**config.mk**
```make
export PLATFORM = sky130hd
export DESIGN_NAME = adc_pif_top
export DESIGN_NICKNAME = d
export VERILOG_FILES = /design/src/hw/adc_pif_pkg.sv /design/src/hw/pbus_if.sv /design/src/hw/pbus_arbiter.sv /design/src/hw/conv_sequencer.sv /design/src/hw/cfg_writer.sv /design/src/hw/adc_pif_top.sv
export VERILOG_INCLUDE_DIRS = /design/src /design/src/hw
export SDC_FILE = /design/constraint.sdc
export NUM_CORES = 1
export LEC_CHECK = 0
export BUFFER_PORTS_ARGS = -buffer_cell sky130_fd_sc_hd__buf_2
export CORE_ASPECT_RATIO = 0.9
export CORE_MARGIN = 2
export CORE_UTILIZATION = 34
export DETAILED_ROUTE_END_ITERATION = 7
export GPL_TIMING_DRIVEN = 1
export SYNTH_ARGS = -nofsm -noshare
export SYNTH_HDL_FRONTEND = slang
export SYNTH_SLANG_ARGS = --single-unit
```
**constraint.sdc**
```tcl
create_clock -name sys_clk -period 3.7 [get_ports sys_clk]
set_input_delay 0.555 -clock sys_clk [delete_from_list [all_inputs] [get_ports sys_clk]]
set_output_delay 0.555 -clock sys_clk [all_outputs]
set_load 0.01 [all_outputs]
```
**src/hw/adc_pif_macros.svh**
```systemverilog
// **************************************************
// adc parallel port controller shared constants
// bus width, strobe lengths and register addresses
// **************************************************

`ifndef ADC_PIF_MACROS_SVH
`define ADC_PIF_MACROS_SVH

// width of the converter data bus in bits
`define DB_WIDTH 16

// cycles that convert-start stays low
`define CNV_LOW_CYCLES 2

// cycles that chip select and read strobe stay low for one word
`define RD_LOW_CYCLES 2

// cycles that chip select and write strobe stay low
`define WR_LOW_CYCLES 2

// the low two data bits written here select the frame mode
`define CFG_MODE_ADDR 2

// the longest frame holds eight channel pairs plus the status word
`define MAX_CHS 17

`endif

```
**src/hw/adc_pif_pkg.sv**
```systemverilog
// **************************************************
// adc parallel port controller types
// bus operation, frame mode and channel index
// **************************************************

`default_nettype none

package adc_pif_pkg;

    // operation carried by a bus request
    // idle is driven whenever the requester has nothing pending
    typedef enum logic [1:0] {
        BUS_IDLE  = 2'd0,
        BUS_READ  = 2'd1,
        BUS_WRITE = 2'd2
    } bus_op_e;

    // frame mode as held in the configuration register
    // the 9 and 17 word modes append one status word after the channels
    typedef enum logic [1:0] {
        MODE_8CH  = 2'd0,
        MODE_9CH  = 2'd1,
        MODE_16CH = 2'd2,
        MODE_17CH = 2'd3
    } frame_mode_e;

    // position of a word within a frame
    // five bits cover the 17 word frame
    typedef logic [4:0] ch_idx_t;

endpackage

`default_nettype wire

```
**src/hw/pbus_if.sv**
```systemverilog
// **************************************************
// parallel bus request channel
// joins one requester to the bus arbiter
// **************************************************

`timescale 1ns/100ps
`default_nettype none

`include "adc_pif_macros.svh"

interface pbus_if;

    import adc_pif_pkg::*;

    // request is held together with op and wdata until done
    logic                 req;
    bus_op_e              op;
    logic [`DB_WIDTH-1:0] wdata;

    // done is a one cycle pulse at the end of the transaction
    // on a read rdata holds the captured word in that same cycle
    logic [`DB_WIDTH-1:0] rdata;
    logic                 done;

    // side that asks for the bus
    modport requester (
        output req, op, wdata,
        input  rdata, done
    );

    // side that owns the pins and answers the request
    modport arbiter (
        input  req, op, wdata,
        output rdata, done
    );

endinterface

`default_nettype wire

```
**src/hw/pbus_arbiter.sv**
```systemverilog
// **************************************************
// parallel bus arbiter
// grants the shared adc bus per transaction and
// drives chip select, read, write and tristate
// **************************************************

`timescale 1ns/100ps
`default_nettype none

`include "adc_pif_macros.svh"

module pbus_arbiter (
    input  wire                 sys_clk,
    input  wire                 rst_n_i,
    pbus_if.arbiter             seq_bus,
    pbus_if.arbiter             cfg_bus,
    input  wire [`DB_WIDTH-1:0] adc_db_i,
    output logic                adc_cs_n_o,
    output logic                adc_rd_n_o,
    output logic                adc_wr_n_o,
    output logic                adc_db_t_o,
    output logic [`DB_WIDTH-1:0] adc_db_o
);

    import adc_pif_pkg::*;

    typedef enum logic [1:0] {
        ST_IDLE,
        ST_STROBE,
        ST_RELEASE
    } arb_state_e;

    arb_state_e           state_q;
    // the grant register keeps its value after a transaction and so
    // also remembers who was served last
    logic                 gnt_cfg_q;
    logic [2:0]           cnt_q;
    logic [`DB_WIDTH-1:0] rdata_q;

    logic                 pick_cfg;
    logic                 any_req;
    logic                 cur_cfg;
    bus_op_e              cur_op;
    logic                 is_write;
    logic [2:0]           low_last;
    logic                 done;

    // **************************************************
    // request selection
    // **************************************************

    assign any_req  = seq_bus.req | cfg_bus.req;
    // on contention the requester not served last time wins
    assign pick_cfg = cfg_bus.req & (~seq_bus.req | ~gnt_cfg_q);

    // while idle the pins follow the pending winner, otherwise the held grant
    assign cur_cfg  = (state_q == ST_IDLE) ? pick_cfg : gnt_cfg_q;
    assign cur_op   = cur_cfg ? cfg_bus.op : seq_bus.op;
    assign is_write = (cur_op == BUS_WRITE);
    assign adc_db_o = cur_cfg ? cfg_bus.wdata : seq_bus.wdata;

    assign low_last = is_write ? 3'(`WR_LOW_CYCLES - 1) : 3'(`RD_LOW_CYCLES - 1);

    // **************************************************
    // transaction state machine
    // **************************************************

    always_ff @(posedge sys_clk or negedge rst_n_i) begin
        if (!rst_n_i) begin
            state_q   <= ST_IDLE;
            gnt_cfg_q <= 1'b0;
            cnt_q     <= 3'd0;
        end else begin
            case (state_q)
                ST_IDLE: begin
                    // a grant is only ever given from the idle bus
                    if (any_req) begin
                        state_q   <= ST_STROBE;
                        gnt_cfg_q <= pick_cfg;
                        cnt_q     <= 3'd0;
                    end
                end
                ST_STROBE: begin
                    if (cnt_q == low_last) begin
                        state_q <= ST_RELEASE;
                        cnt_q   <= 3'd0;
                    end else begin
                        cnt_q <= cnt_q + 3'd1;
                    end
                end
                ST_RELEASE: begin
                    // a read releases in one cycle, a write keeps the
                    // data driven for one more cycle after wr_n rises
                    if (done) begin
                        state_q <= ST_IDLE;
                        cnt_q   <= 3'd0;
                    end else begin
                        cnt_q <= cnt_q + 3'd1;
                    end
                end
                default: begin
                    state_q <= ST_IDLE;
                end
            endcase
        end
    end

    // the word is sampled in the last low cycle of the read strobe
    always_ff @(posedge sys_clk) begin
        if (state_q == ST_STROBE && cnt_q == low_last && !is_write) begin
            rdata_q <= adc_db_i;
        end
    end

    assign done = (state_q == ST_RELEASE) && (!is_write || cnt_q == 3'd1);

    // **************************************************
    // pin and handshake outputs
    // **************************************************

    assign adc_cs_n_o = ~(state_q == ST_STROBE);
    assign adc_rd_n_o = ~(state_q == ST_STROBE && !is_write);
    assign adc_wr_n_o = ~(state_q == ST_STROBE && is_write);

    // the bus is driven from the grant until one cycle after wr_n rises
    assign adc_db_t_o = ~(is_write && ((state_q == ST_IDLE && any_req) ||
                                       state_q == ST_STROBE ||
                                       (state_q == ST_RELEASE && cnt_q == 3'd0)));

    assign seq_bus.done  = done & ~gnt_cfg_q;
    assign cfg_bus.done  = done & gnt_cfg_q;
    assign seq_bus.rdata = rdata_q;
    assign cfg_bus.rdata = rdata_q;

endmodule

`default_nettype wire

```
**src/hw/conv_sequencer.sv**
```systemverilog
// **************************************************
// conversion sequencer
// starts a conversion, waits out busy and reads
// every word of the frame over the shared bus
// **************************************************

`timescale 1ns/100ps
`default_nettype none

`include "adc_pif_macros.svh"

module conv_sequencer (
    input  wire                      sys_clk,
    input  wire                      rst_n_i,
    input  wire                      conv_start_i,
    input  wire adc_pif_pkg::frame_mode_e frame_mode_i,
    input  wire                      adc_busy_i,
    output logic                     adc_cnvst_n_o,
    pbus_if.requester                bus,
    output logic                     sample_valid_o,
    output logic                     frame_done_o,
    output adc_pif_pkg::ch_idx_t     sample_ch_o,
    output logic [`DB_WIDTH-1:0]     sample_data_o
);

    import adc_pif_pkg::*;

    typedef enum logic [2:0] {
        SQ_IDLE,
        SQ_CNV,
        SQ_WAIT_HI,
        SQ_WAIT_LO,
        SQ_READ
    } seq_state_e;

    seq_state_e state_q;
    logic [2:0] cnv_cnt_q;
    ch_idx_t    ch_cnt_q;
    ch_idx_t    last_ch_q;
    ch_idx_t    mode_last;
    logic       req_q;
    logic       busy_meta_q;
    logic       busy_sync_q;
    logic       valid_q;
    logic       frame_done_q;

    // index of the final word for each frame mode
    always_comb begin
        case (frame_mode_i)
            MODE_8CH:  mode_last = ch_idx_t'(7);
            MODE_9CH:  mode_last = ch_idx_t'(8);
            MODE_16CH: mode_last = ch_idx_t'(15);
            MODE_17CH: mode_last = ch_idx_t'(`MAX_CHS - 1);
            default:   mode_last = ch_idx_t'(7);
        endcase
    end

    // busy comes straight from the converter pin and is not related to sys_clk
    always_ff @(posedge sys_clk or negedge rst_n_i) begin
        if (!rst_n_i) begin
            busy_meta_q <= 1'b0;
            busy_sync_q <= 1'b0;
        end else begin
            busy_meta_q <= adc_busy_i;
            busy_sync_q <= busy_meta_q;
        end
    end

    // **************************************************
    // frame sequencing
    // **************************************************

    always_ff @(posedge sys_clk or negedge rst_n_i) begin
        if (!rst_n_i) begin
            state_q      <= SQ_IDLE;
            cnv_cnt_q    <= 3'd0;
            ch_cnt_q     <= '0;
            last_ch_q    <= '0;
            req_q        <= 1'b0;
            valid_q      <= 1'b0;
            frame_done_q <= 1'b0;
        end else begin
            valid_q      <= 1'b0;
            frame_done_q <= 1'b0;
            case (state_q)
                SQ_IDLE: begin
                    // the mode in force now sets the length of the whole frame
                    if (conv_start_i) begin
                        state_q   <= SQ_CNV;
                        cnv_cnt_q <= 3'd0;
                        last_ch_q <= mode_last;
                    end
                end
                SQ_CNV: begin
                    if (cnv_cnt_q == 3'(`CNV_LOW_CYCLES - 1)) begin
                        state_q <= SQ_WAIT_HI;
                    end else begin
                        cnv_cnt_q <= cnv_cnt_q + 3'd1;
                    end
                end
                SQ_WAIT_HI: begin
                    // busy may already be up by now, so the level is enough here
                    if (busy_sync_q) begin
                        state_q <= SQ_WAIT_LO;
                    end
                end
                SQ_WAIT_LO: begin
                    // conversion results are ready once busy falls
                    if (!busy_sync_q) begin
                        state_q  <= SQ_READ;
                        req_q    <= 1'b1;
                        ch_cnt_q <= '0;
                    end
                end
                SQ_READ: begin
                    if (bus.done) begin
                        valid_q <= 1'b1;
                        if (ch_cnt_q == last_ch_q) begin
                            req_q        <= 1'b0;
                            frame_done_q <= 1'b1;
                            state_q      <= SQ_IDLE;
                        end else begin
                            ch_cnt_q <= ch_cnt_q + ch_idx_t'(1);
                        end
                    end
                end
                default: begin
                    state_q <= SQ_IDLE;
                end
            endcase
        end
    end

    // the word and its index follow each read done by one cycle
    always_ff @(posedge sys_clk) begin
        if (bus.done) begin
            sample_data_o <= bus.rdata;
            sample_ch_o   <= ch_cnt_q;
        end
    end

    assign adc_cnvst_n_o  = ~(state_q == SQ_CNV);
    assign sample_valid_o = valid_q;
    assign frame_done_o   = frame_done_q;

    // reads are requested back to back until the last word
    assign bus.req   = req_q;
    assign bus.op    = req_q ? BUS_READ : BUS_IDLE;
    assign bus.wdata = '0;

endmodule

`default_nettype wire

```
**src/hw/cfg_writer.sv**
```systemverilog
// **************************************************
// configuration writer
// turns a configuration strobe into a bus write and
// keeps the frame mode register
// **************************************************

`timescale 1ns/100ps
`default_nettype none

`include "adc_pif_macros.svh"

module cfg_writer (
    input  wire                      sys_clk,
    input  wire                      rst_n_i,
    input  wire                      cfg_wr_i,
    input  wire [6:0]                cfg_addr_i,
    input  wire [7:0]                cfg_data_i,
    pbus_if.requester                bus,
    output adc_pif_pkg::frame_mode_e frame_mode_o
);

    import adc_pif_pkg::*;

    logic                 pending_q;
    logic [`DB_WIDTH-1:0] wdata_q;
    frame_mode_e          mode_q;
    logic                 mode_hit;

    // address field of the held word selects the mode register
    assign mode_hit = (wdata_q[14:8] == 7'(`CFG_MODE_ADDR));

    // control part of the writer
    always_ff @(posedge sys_clk or negedge rst_n_i) begin
        if (!rst_n_i) begin
            pending_q <= 1'b0;
            mode_q    <= MODE_8CH;
        end else begin
            if (pending_q) begin
                // strobes seen while a write is outstanding are dropped
                if (bus.done) begin
                    pending_q <= 1'b0;
                    if (mode_hit) begin
                        mode_q <= frame_mode_e'(wdata_q[1:0]);
                    end
                end
            end else if (cfg_wr_i) begin
                pending_q <= 1'b1;
            end
        end
    end

    // write word is a zero bit, the seven bit address and the data byte
    always_ff @(posedge sys_clk) begin
        if (cfg_wr_i && !pending_q) begin
            wdata_q <= {1'b0, cfg_addr_i, cfg_data_i};
        end
    end

    assign bus.req      = pending_q;
    assign bus.op       = pending_q ? BUS_WRITE : BUS_IDLE;
    assign bus.wdata    = wdata_q;
    assign frame_mode_o = mode_q;

endmodule

`default_nettype wire

```
**src/hw/adc_pif_top.sv**
```systemverilog
// **************************************************
// adc parallel port controller top level
// sequencer and config writer share the bus arbiter
// **************************************************

`timescale 1ns/100ps
`default_nettype none

`include "adc_pif_macros.svh"

module adc_pif_top (
    input  wire                  sys_clk,
    input  wire                  rst_n_i,
    // control strobes
    input  wire                  conv_start_i,
    input  wire                  cfg_wr_i,
    input  wire [6:0]            cfg_addr_i,
    input  wire [7:0]            cfg_data_i,
    // sample stream
    output logic                 sample_valid_o,
    output adc_pif_pkg::ch_idx_t sample_ch_o,
    output logic [`DB_WIDTH-1:0] sample_data_o,
    output logic                 frame_done_o,
    // converter pins
    output logic                 adc_cnvst_n_o,
    input  wire                  adc_busy_i,
    output logic                 adc_cs_n_o,
    output logic                 adc_rd_n_o,
    output logic                 adc_wr_n_o,
    input  wire [`DB_WIDTH-1:0]  adc_db_i,
    output logic [`DB_WIDTH-1:0] adc_db_o,
    output logic                 adc_db_t_o
);

    import adc_pif_pkg::*;

    // one request channel per bus user
    pbus_if seq_bus ();
    pbus_if cfg_bus ();

    // mode held by the writer and sampled by the sequencer at frame start
    frame_mode_e frame_mode;

    conv_sequencer u_seq (
        .sys_clk        (sys_clk),
        .rst_n_i        (rst_n_i),
        .conv_start_i   (conv_start_i),
        .frame_mode_i   (frame_mode),
        .adc_busy_i     (adc_busy_i),
        .adc_cnvst_n_o  (adc_cnvst_n_o),
        .bus            (seq_bus),
        .sample_valid_o (sample_valid_o),
        .frame_done_o   (frame_done_o),
        .sample_ch_o    (sample_ch_o),
        .sample_data_o  (sample_data_o)
    );

    cfg_writer u_cfg (
        .sys_clk      (sys_clk),
        .rst_n_i      (rst_n_i),
        .cfg_wr_i     (cfg_wr_i),
        .cfg_addr_i   (cfg_addr_i),
        .cfg_data_i   (cfg_data_i),
        .bus          (cfg_bus),
        .frame_mode_o (frame_mode)
    );

    // the arbiter is the only block that touches the shared pins
    pbus_arbiter u_arb (
        .sys_clk    (sys_clk),
        .rst_n_i    (rst_n_i),
        .seq_bus    (seq_bus),
        .cfg_bus    (cfg_bus),
        .adc_db_i   (adc_db_i),
        .adc_cs_n_o (adc_cs_n_o),
        .adc_rd_n_o (adc_rd_n_o),
        .adc_wr_n_o (adc_wr_n_o),
        .adc_db_t_o (adc_db_t_o),
        .adc_db_o   (adc_db_o)
    );

endmodule

`default_nettype wire

```
; ---- Yosys cells after proc, flatten, opt, wreduce, memory -nomap -nowiden
; Cells that the tools add are included.
; Widths: inputs -> output; s select.
[word_totals]
input_bits = 36
regBits = 82
wordCells = 128
out_inout_bits = 44
[classes]
n_eq_ne = 25
mux = 40
bitwise_logic = 12
add_sub_neg = 3
reduce_logical = 30
[ops]
columns = op, n
row1 = $mux 3, 11
row2 = $pmux 5 s4, 1
row3 = $mux 15, 1
row4 = $mux 5, 3
row5 = $pmux 3 s5, 1
row6 = $mux 1, 13
row7 = $ne 2x1->1 const B, 6
row8 = $mux 2, 5
row9 = $ne 2x2->1 const B, 5
row10 = $pmux 5 s2, 1
row11 = $eq 3x1->1 const B, 3
row12 = $logic_and 1x1->1, 9
row13 = $pmux 3 s3, 1
row14 = $reduce_and 3->1, 3
row15 = $eq 2x2->1 const B, 4
row16 = $reduce_and 4->1, 2
row17 = $eq 7x2->1 const B, 1
row18 = $not 1->1, 7
row19 = $add 3x1->3 const B, 2
row20 = $eq 3x2->1 const B, 2
row21 = $logic_not 3->1, 2
row22 = $pmux 2 s3, 1
row23 = $pmux 3 s2, 1
row24 = $reduce_and 2->1, 3
row25 = other kinds (13), 22

; ---- Longest topological paths before layout
; Gate-level depths: netlist (run 1).
[depth]
word_depth = 12
mapped_depth = 7
depth_no_buf = 7

; ---- Hierarchy
; From an unflattened synthesis (run 1), not the netlist that was laid out.
[hier_totals]
hier_cells = 280
area_unflattened_um2 = 3707.3
[modules_own_cells]
columns = mod, area_each_um2, cells_each, instances
row1 = conv_sequencer, 1756.7, 135, 1
row2 = pbus_arbiter, 1332.5, 115, 1
row3 = cfg_writer, 618.1, 30, 1

; ---- Worst setup path after synthesis (run 1)
; No wires, ideal clock.
[synth_path]
kind = flip-flop to flip-flop
startpoint = register u_arb.state_q[0]
endpoint = register u_arb.rdata_q[0] (netlist: u_arb.cfg_bus.rdata[0]), enable pin
n_path_buf = 0
synth_period_minus_slack_ns = 2.465
arrival_ns = 2.076
setup_time_ns = 0.388
t_required_ns = 3.312
stages_incl_launch_ff = 7
setup_slack_ns = 1.235
cell_sequence = dfrtp_1 > inv_1 > ha_1 > or2_2 > and3_1 > nand2b_1 > nor2_1
[synth_between]
elab_chain_cells = 6
elab_cells_between_ends = 8
classes_between = eq/ne (2) / mux (2) / reduce/logical (4)
[synth_rtl]
columns = item, line
row1 = start: declaration, pbus_arbiter.sv:33  ; arb_state_e state_q;
row2 = start signal: assignment, pbus_arbiter.sv:70  ; state_q <= ST_IDLE;
row3 = start signal: assignment, pbus_arbiter.sv:78  ; state_q <= ST_STROBE;
row4 = start signal: assignment, pbus_arbiter.sv:85  ; state_q <= ST_RELEASE;
row5 = $logic_not 2->1, pbus_arbiter.sv:57  ; assign cur_cfg = (state_q == ST_IDLE) ? pick_cfg : gnt_cfg_q;
row6 = $mux 1, pbus_arbiter.sv:57
row7 = $mux 2, pbus_arbiter.sv:58  ; assign cur_op = cur_cfg ? cfg_bus.op : seq_bus.op;
row8 = $eq 2x2->1, pbus_arbiter.sv:59  ; assign is_write = (cur_op == BUS_WRITE);
row9 = $logic_not 1->1, pbus_arbiter.sv:110  ; if (state_q == ST_STROBE && cnt_q == low_last && !is_write) begin
row10 = $logic_and 1x1->1 *, pbus_arbiter.sv:110
row11 = end signal: assignment, pbus_arbiter.sv:111  ; rdata_q <= adc_db_i;
row12 = end: declaration, pbus_arbiter.sv:38  ; logic [`DB_WIDTH-1:0] rdata_q;
; Mark *: on every way between the ends. The rest lies on a longest branch, timed or not.
; A chain may end at the register's enable or synchronous reset.

; ---- Final worst setup path (run 1)
[layout_path]
startpoint = register u_arb.state_q[0]
endpoint = output port adc_db_o[0]
[layout_between]
elab_chain_cells = 3
[layout_rtl]
columns = item, line
row1 = $logic_not 2->1, pbus_arbiter.sv:57
row2 = $mux 1, pbus_arbiter.sv:57
row3 = $mux 15, pbus_arbiter.sv:60  ; assign adc_db_o = cur_cfg ? cfg_bus.wdata : seq_bus.wdata;
row4 = end: declaration, adc_pif_top.sv:31  ; output logic [`DB_WIDTH-1:0] adc_db_o,
; Every way passes these cells.

==> results of run 1 <==
## worst paths after layout
| check | from | endpoint | slack (ps) | cells past startpoint |
|---|---|---|---|---|
| min in group sys_clk | adc_busy_i | u_seq.busy_meta_q | 310 | 1 |
| worst min register to register | u_seq.busy_meta_q | u_seq.busy_sync_q | 360 | 0 |
| worst max register to register | u_arb.state_q[0] | u_arb.cfg_bus.rdata[12] | 1540 | 7 |
| max in group asynchronous | rst_n_i | u_seq.ch_cnt_q[0] | 3050 | 1 |
| worst max-delay path | u_arb.state_q[0] | adc_db_o[0] | 1100 | 7 |
| worst min-delay path | rst_n_i | u_arb.state_q[0] | 220 | 1 |
## synthesized netlist by cell type, drive strengths merged (3+ instances only)
master | count | area share, %
a21oi | 5 | 0.77
a31oi | 3 | 0.58
and2 | 17 | 3.3
dfrtp | 28 | 22
edfxtp | 52 | 48
ha | 14 | 5.4
inv | 18 | 2.1
mux2 | 3 | 1.0
mux2i | 5 | 1.5
nand2 | 19 | 2.2
nand3 | 7 | 1.1
nor2 | 10 | 1.2
nor2b | 4 | 0.77
nor4b | 3 | 0.81
o21ai | 10 | 1.5
xor2 | 4 | 1.1
## sequential cells by signal (all words and copies together) (netlist names), 3 cells and up
signal	count
u_arb.cnt_q	3
u_seq.last_ch_q	3
u_arb.cfg_bus.rdata	16
u_seq.state_q	3
u_seq.sample_ch_o	5
u_cfg.bus.wdata	15
u_seq.ch_cnt_q	5
u_seq.sample_data_o	16
u_seq.cnv_cnt_q	3
## layout by cell type, fill, tap and decap left out, drive strengths merged, types with 3 or more instances in the layout
cell,n
a21oi,5
nand3,7
xor2,4
a31oi,3
and2,17
ha,14
inv,22
mux2i,5
buf,81
nor4b,3
nor2b,4
o21ai,10
mux2,3
nor2,10
nand2,19
clkbuf,9
dfrtp,28
edfxtp,52
## metal layers
layer	share of wire, %	up-vias	GRT usage, %
met5	0	-	0
met4	0.82	0	3.00
met3	6.4	6	4.78
met2	49	53	18.8
met1	44	967	15.2
li1	-	999	-
## per-stage QoR
step           cell area (sq um)  utilization (%)  power (W)  instances  hold slack [ps]
2_1_floorplan               3250                -    0.00169        233              259
3_3_place_gp                3800             41.3    0.00196        433              337
3_5_place_dp                3800             41.3    0.00199        433              340
4_1_cts                     4010             43.6    0.00266        449              241
5_1_grt                     4010             43.6    0.00282        449              255
6_report                    4010             43.6    0.00263        449              225
## logic make-up after synthesis
group                    Yosys count  share of synthesized area [%]
adder cells (fa/ha/maj)           14                           5.38
buffers and inverters             21                           2.58
XOR/XNOR                           4                           1.08
flip-flops                        80                           69.5
multiplexers                       8                           2.58
other                              1                          0.115
AND/OR/NAND/NOR                   77                           13.1
AO/OA/AOI/OAI                     28                           5.65
## worst max-delay path: cells and delay by family, from the launching register on
kind,cells,cell delay [ps]
DFF,1,400
AOI/OAI and AO/OA,1,130
adders and majority gates,1,270
buffers and inverters,3,420
and+or+nand+nor,2,490
## final cells by class
class / count / area (sq um) / share of cell area, %
Sequential cell: 80 / 2260 / 56.4
Multi-Input combinational cell: 132 / 907 / 22.6
Timing Repair Buffer: 81 / 413 / 10.3
Tap cell: 122 / 153 / 3.81
Clock buffer: 9 / 124 / 3.09
Clock inverter: 7 / 83.8 / 2.09
Inverter: 18 / 67.6 / 1.68
## where the power goes
group	switching [W]	leakage, nW	internal [W]
logic	0.000456	0.768	0.000350
registers	0.0000834	0.830	0.00107
clock network	0.000342	0.103	0.000325
==> results_dict.tcl, run 1 <==
set metrics [dict create \
    detailroute.via_count 2025 \
    dpl_worst_slack_ps 1470 \
    worstPathArrival_ps 2050 \
    finalHoldViolCount 0 \
    floorplan.die.height_microns 96.8 \
    core_region_area_sq_um 9210 \
    place.port_buffers 78 \
    required_ps 3140 \
    finClkSkew_ps 12.7 \
    post_drt_via_cell_ratio 4.51 \
    placement_rows 33 \
    grt_util_all_layers_pct 11.9 \
    min_delay_worst_type "input port to async pin" \
    firstDrtPassIters 4 \
    critical_path.endpoint_type "primary output" \
    cts.repair.resized 0 \
    nNetsFinal 372 \
    grt_max_degree 29 \
    initial_core_util_pct 35.3 \
    htreeDepth 3 \
    clockBufferDepth 2 \
    synth_enable_flop_cells 52 \
    dominantRegCellSynth "edfxtp_1" \
    ant_nets 0 \
    layout_overhead_on_the_synthesized_area_pct 23.3 \
    rsz0062_at_grt "false" \
    ys_async_sr_fraction_pct 35.0 \
    run_status "completed" \
    grt_antenna_before_repair 0 \
    fill_cells 865 \
    insertion_delay_ps 350 \
    critPathSlowestCell "dfrtp_1" \
    post_route_drc 0 \
    net_count_after_synthesis 283 \
    worstSetupStartpointType "flop" \
    cts.hold.buffers_added 0 \
    layout-drive-gt1-share_pct 32.4 \
    postCtsSetupBuffers 0 \
    first_iter_violations 72 \
    clk_root_buffer_cell "clkbuf_8" \
    setup_total_negative_slack_ps 0 \
    antenna_cells 0 \
    fp.dieW_microns 107 \
    syn-cell-area_sq_um 3250 \
    max_stage_delay_ps 400 \
    maxClockFrequency_mhz 384 \
    clk_pin_slew_worst_paths_ps 90 \
    number_of_global_route_vias_before_repair 2034 \
    layout_worst_path_cycle_share_pct 70.4 \
    post-route-min-period_ps 2600 \
    cellLeakagePower_nw 1.70 \
    syn-mean-instance-area_sq_um 14.0 \
    tritoncts_clock_tree "built" \
    cell_by_cell_listing_of_the_critical_path "inv_1 > ha_1 > or2_2 > a21boi_0 > buf_4 > and2_1 > buf_2" \
    ys_seq_area_share_pct 69.5 \
    die-area_sq_um 10400 \
    synthesis.instances 233 \
    number_of_failing_setup_endpoints_in_the_final_timing_report 0 \
    globalRouteOverflowTotal 0 \
    synth-warning-count 0 \
    vdd_drop_max_v 0.000378 \
    synth.distinct_cells 40 \
    cellPowerDensity_nw_per_um2 655 \
    design.portCount 80 \
    cts.sink_count 80 \
    drv_cap 0 \
    worst-path-max-fanout 15 \
    classification_of_the_worst_setup_path "flop to primary output" \
    maxSlewViolCount 0 \
    ys_seq_elements 80 \
    route.final.wire_length_mm 5.86 \
    hpwl_mm 4.26 \
    grt_pass1_wl_mm 9.66 \
    numCtsBuffers 9 \
    gp_routability_congestion 0.745 \
    worst-slew-pin-transition_ps 918 \
    wl_per_cell_microns 13.1 \
    layout_setup_ws_ps 1100 \
    max-slew-margin-rel_pct 37.9 \
]
No activity file was read; power rests on OpenSTA's default activity.
==> inputs of run 2 (changes only) <==
==> constraint.sdc (replaced) <==
create_clock -name sys_clk -period 2.4 [get_ports sys_clk]
set_input_delay 0.36 -clock sys_clk [delete_from_list [all_inputs] [get_ports sys_clk]]
set_output_delay 0.36 -clock sys_clk [all_outputs]
set_load 0.01 [all_outputs]
==> results_dict.tcl, run 2 (same netlist as run 1, synthesis figures left out) <==
set metrics [dict create \
    clockBufferDepth 2 \
    finClkSkew_ps 14.0 \
    worstSetupStartpointType "flop" \
    grt_pass1_wl_mm 9.57 \
    final_cell_mix "buf_2, edfxtp_1, dfrtp_1" \
    layout_setup_ws_ps 116 \
    storage_cell_area_sq_um 2260 \
    number_of_failing_setup_endpoints_in_the_final_timing_report 0 \
    ant_nets 0 \
    grt_max_degree 29 \
    layout_overhead_on_the_synthesized_area_pct 25.3 \
    reg2reg_slack_ps 340 \
    cell_internal_pwr_w 0.00276 \
    grt_antenna_before_repair 0 \
    globalRouteOverflowTotal 0 \
    maxClockFrequency_mhz 438 \
    clock_power_share_pct 24.6 \
    max-slew-margin-rel_pct 56.6 \
    post-route-min-period_ps 2280 \
    antenna_cells 0 \
    power.switching_fraction_pct 33.7 \
    clk_root_buffer_cell "clkbuf_8" \
    min_delay_worst_type "input port to async pin" \
    core_region_area_sq_um 9210 \
    post_drt_via_cell_ratio 4.50 \
    clk_pin_slew_worst_paths_ps 90 \
    first_iter_violations 43 \
    grt_util_all_layers_pct 12.2 \
    p_seq_share_pct 42.3 \
    cellLeakagePower_nw 1.74 \
    finalHoldViolCount 0 \
    total_placed_instance_area_sq_um 3850 \
    tritoncts_clock_tree "built" \
    gp_routability_congestion 0.778 \
    layout_worst_path_cycle_share_pct 95.2 \
    detailroute.via_count 2046 \
    post_route_drc 0 \
    place.port_buffers 78 \
    required_ps 2040 \
    run_status "completed" \
    worst-path-max-fanout 3 \
    insertion_delay_ps 360 \
    critical_path.endpoint_type "primary output" \
    floorplan.die.height_microns 96.8 \
    r2r_cells 8 \
    met2WireLength_mm 2.97 \
    placement_rows 33 \
    cts.hold.buffers_added 0 \
    postCtsSetupBuffers 0 \
    layout.cells.most_common "buf_2" \
    layout-drive-gt1-share_pct 34.5 \
    design.portCount 80 \
    wl_per_cell_microns 13.1 \
    wirelength_met1_mm 2.59 \
    firstDrtPassIters 4 \
    number_of_global_route_vias_before_repair 2015 \
    critical_path.reg2reg.endpoint "u_arb.cfg_bus.rdata[10]" \
    worst_hold_slack_ps 18.1 \
    fill_cells 851 \
    nNetsFinal 378 \
    crit-reg2reg-launch "u_arb.state_q[0]" \
    met3_length_microns 324 \
    cellPowerDensity_nw_per_um2 1020 \
    worst-slew-pin-transition_ps 652 \
    maxSlewViolCount 0 \
    die-area_sq_um 10400 \
    drv_cap 0 \
    rsz0062_at_grt "false" \
    worstPathArrival_ps 1920 \
    classification_of_the_worst_setup_path "flop to primary output" \
    dr.max_layer_used "met4" \
    cts.sink_count 80 \
    dpl_worst_slack_ps -181 \
    report.power.total_w 0.00417 \
    initial_core_util_pct 35.3 \
    final_cell_area_sq_um 4080 \
    vdd_drop_max_v 0.000592 \
    htreeDepth 3 \
    route.final.wire_length_mm 5.97 \
    area_of_the_multi_input_gates_sq_um 928 \
    p_comb_share_pct 33.1 \
    numCtsBuffers 9 \
    switchingPower_w 0.00140 \
    fp.dieW_microns 107 \
    hpwl_mm 4.30 \
]
==> run 2: cell types whose count changed in the layout (fill, tap and decap cells not counted) <==
cell      before  now
buf_4          3    9
a21boi_0       2    1
a21boi_4       0    1
nand2b_1       2    1
nand2b_4       0    1
nor2_1         9    8
nor2_2         1    2
==> run 2: final cells by class <==
| cell class | instances | share of cell area (%) |
|---|---|---|
| multi-input combinational | 132 | 22.8 |
| inverter | 18 | 1.66 |
| timing repair buffer | 87 | 11.2 |
| clock inverter | 7 | 2.06 |
| clock buffer | 9 | 3.04 |
| tap | 122 | 3.74 |
| sequential | 80 | 55.5 |
==> run 2: how the worst max path moves through the flow <==
| stage | startpoint | endpoint | cells past startpoint |
|---|---|---|---|
| floorplan | u_arb.state_q[0] | u_arb.cfg_bus.rdata[0] | 6 |
| detailed placement | u_arb.state_q[0] | adc_db_o[0] | 6 |
| global route | u_arb.state_q[0] | adc_rd_n_o | 7 |
| finish | u_arb.state_q[0] | adc_rd_n_o | 7 |
| global placement | u_arb.state_q[0] | adc_db_o[9] | 6 |
| CTS | u_arb.state_q[0] | adc_db_o[0] | 6 |
==> run 2: critical path: stages (launching register included) <==
cell,delay [ps]
dfrtp_1,360
inv_1,80
ha_1,210
or2_2,280
buf_4,140
and3_1,190
nand2b_4,160
buf_2,150
==> run 2: stage by stage <==
step | std cells | utilization, % | TNS [ps]
2_1_floorplan | 233 | - | 0
3_3_place_gp | 439 | 41.8 | -611
3_5_place_dp | 439 | 41.8 | -2480
4_1_cts | 455 | 44.1 | 0
5_1_grt | 455 | 44.3 | 0
6_report | 455 | 44.3 | 0
==> run 2: what timing repair did <==
| item | in CTS | in global routing |
|---|---|---|
| cloned | 0 | 0 |
| endpoints found under the setup margin | 15 | 16 |
| resized for setup | 2 | 2 |
==> run 2: per-layer routing <==
layer | up-vias | GRT usage, %
li1 | 1013 | -
met5 | - | 0
met3 | 11 | 5.12
met1 | 968 | 14.4
met4 | 0 | 4.50
met2 | 54 | 19.7
==> run 2: power groups by stage <==
stage	Sequential [W]	Clock, W	Combinational, W
floorplan	0.00178	0	0.000820
CTS	0.00176	0.00107	0.00135
global route	0.00179	0.00113	0.00154
global placement	0.00178	0	0.00130
finish	0.00176	0.00102	0.00138
detailed placement	0.00179	0	0.00133
==> inputs of run 3 (changes only) <==
--- a/config.mk
+++ b/config.mk
@@ -6,10 +6,12 @@
 export SDC_FILE = /design/constraint.sdc
 export NUM_CORES = 1
 export LEC_CHECK = 0
+export ABC_AREA = 1
 export BUFFER_PORTS_ARGS = -buffer_cell sky130_fd_sc_hd__buf_2
 export CORE_ASPECT_RATIO = 0.9
 export CORE_MARGIN = 2
 export CORE_UTILIZATION = 34
+export CTS_CLUSTER_DIAMETER = 40
 export DETAILED_ROUTE_END_ITERATION = 7
 export GPL_TIMING_DRIVEN = 1
 export SYNTH_ARGS = -nofsm -noshare
==> results_dict.tcl, run 3 <==
set metrics [dict create \
    critical_path.endpoint_type "primary output" \
    cts.repair.resized 0 \
    maxSlewViolCount 0 \
    ys_seq_elements 80 \
    initial_core_util_pct 35.2 \
    insertion_delay_ps 350 \
    core_region_area_sq_um 9700 \
    hpwl_mm 4.43 \
    antenna_cells 0 \
    synth_area_leader_cell "edfxtp_1" \
    top_cell_type_s_share_of_synthesized_area_pct 45.7 \
    number_of_global_route_vias_before_repair 2236 \
    cts.hold.buffers_added 0 \
    nNetsFinal 444 \
    route.final.wire_length_mm 5.96 \
    synth-warning-count 0 \
    ant_nets 0 \
    run_status "completed" \
    worst-path-max-fanout 16 \
    layout_overhead_on_the_synthesized_area_pct 22.9 \
    synth_top_cells_by_area "edfxtp_1, dfrtp_1, nand2_1" \
    grt_util_all_layers_pct 11.8 \
    synth_top_family_by_area "simple AND/OR/NAND/NOR gates" \
    stdcell_count 525 \
    place.port_buffers 78 \
    clk_root_buffer_cell "clkbuf_8" \
    layout_setup_ws_ps 232 \
    dominantRegCellSynth "edfxtp_1" \
    ys_async_sr_fraction_pct 35.0 \
    syn-cell-area_sq_um 3410 \
    die-area_sq_um 10900 \
    numPlacedInstances 509 \
    share_of_the_synthesized_area_in_compound_gates_ao_oa_aoi_oai_pct 2.53 \
    final_cell_mix "buf_2, nand2_1, edfxtp_1" \
    cellLeakagePower_nw 1.94 \
    worstSetupStartpointType "flop" \
    wl_per_cell_microns 11.4 \
    dpl_worst_slack_ps 554 \
    globalRouteOverflowTotal 0 \
    syn-mean-instance-area_sq_um 11.2 \
    synthXorXnorAreaFrac_pct 0.770 \
    design.portCount 80 \
    required_ps 2040 \
    post_route_drc 0 \
    worst-slew-pin-transition_ps 659 \
    cellPowerDensity_nw_per_um2 1070 \
    synth_simple_gate_area_share_pct 19.4 \
    layout.cells.most_common "buf_2" \
    synthesis.instances 305 \
    postCtsSetupBuffers 0 \
    vdd_drop_max_v 0.000627 \
    layout_worst_path_cycle_share_pct 90.3 \
    synth_enable_flop_cells 52 \
    fp.dieW_microns 110 \
    firstDrtPassIters 4 \
    worstPathArrival_ps 1810 \
    synthTopCellsByCount "nand2_1, edfxtp_1, inv_1, nor2_1, dfrtp_1" \
    grt_max_degree 29 \
    grt_antenna_before_repair 0 \
    synth.distinct_cells 28 \
    grt_pass1_wl_mm 9.99 \
    clockBufferDepth 2 \
    htreeDepth 3 \
    floorplan.die.height_microns 99.1 \
    first_iter_violations 115 \
    muxShareOfSynthArea_pct 0 \
    fill_cells 951 \
    yosys.area_share.adder_pct 5.13 \
    post_drt_via_cell_ratio 4.31 \
    ys_seq_area_share_pct 66.3 \
    drv_cap 0 \
    detailroute.via_count 2264 \
    net_count_after_synthesis 355 \
    max-slew-margin-rel_pct 56.0 \
    post-route-min-period_ps 2170 \
    classification_of_the_worst_setup_path "flop to primary output" \
    min_delay_worst_type "input port to async pin" \
    tritoncts_clock_tree "built" \
    final_core_util_pct 43.2 \
    numCtsBuffers 9 \
    gp_routability_congestion 0.779 \
    number_of_failing_setup_endpoints_in_the_final_timing_report 0 \
    rsz0062_at_grt "false" \
    clk_pin_slew_worst_paths_ps 90 \
    synth.most_common_cell "nand2_1" \
    setup_total_negative_slack_ps 0 \
    cts.sink_count 80 \
    maxClockFrequency_mhz 461 \
    finalHoldViolCount 0 \
    placement_rows 34 \
    finClkSkew_ps 9.30 \
    report.power.total_w 0.00450 \
    layout-drive-gt1-share_pct 29.8 \
]
==> run 3: cell count changes in the layout (fill, tap and decap cells not counted), sizes merged, moves of 4 or more <==
cell | before | now
o21ai | 10 | 14
inv | 22 | 49
and2 | 17 | 0
nand3 | 7 | 22
nor2b | 4 | 0
buf | 87 | 81
nor2 | 10 | 37
mux2i | 5 | 0
nand2 | 19 | 73
==> run 3: cell families after synthesis <==
kind of cell / Yosys count
compound gates: 17
xor+xnor: 3
fa+ha+maj: 14
buf+inv: 49
flops: 80
other cells: 1
simple gates: 141
==> run 3: final cells by class <==
cell class | instances | area (sq um) | area share (%)
tap | 126 | 158 | 3.76
sequential | 80 | 2260 | 53.9
multi-input combinational | 176 | 953 | 22.7
inverter | 46 | 174 | 4.15
clock inverter | 7 | 110 | 2.63
timing repair buffer | 81 | 413 | 9.84
clock buffer | 9 | 124 | 2.95
==> run 3: critical path, stage by stage (launching register included) <==
cell     delay [ps]
dfrtp_1         420
inv_1           120
ha_1            210
inv_1            70
nand2_1         100
nand2_4          80
inv_2           220
nor2_1           90
buf_2           150
==> run 3: routing by layer <==
layer  global-route usage, %  part of all wire (%)  wire length, microns
met1                    14.4                    44                  2620
met2                    19.7                    48                  2870
met3                    5.16                   7.2                   431
met4                    2.04                  0.75                    45
met5                       0                     0                     0
==> run 3: path summary, 6_finish.rpt <==
check	cells past startpoint	slack [ps]	start	end
max	8	230	u_arb.state_q[0]	adc_db_o[3]
min	1	30	rst_n_i	u_seq.sample_valid_o
max reg2reg	9	570	u_arb.state_q[0]	u_seq.sample_data_o[6]
min reg2reg	0	370	u_seq.busy_meta_q	u_seq.busy_sync_q
max in group asynchronous	1	1940	rst_n_i	u_arb.cnt_q[2]
min in group sys_clk	1	110	adc_busy_i	u_seq.busy_meta_q
==> run 3: report_power, final <==
group | leakage [nW] | internal [W] | switching, W
sequential | 0.839 | 0.00174 | 0.000159
clock | 0.116 | 0.000611 | 0.000537
combinational | 0.988 | 0.000511 | 0.000950
==> run 3: through the flow <==
stage / instance area, sq um / hold WS (ps)
floorplan: 3410 / 64.4
global placement: 3960 / 334
detailed placement: 3960 / 349
CTS: 4190 / 50.2
global route: 4190 / 69.6
finish: 4190 / 29.0
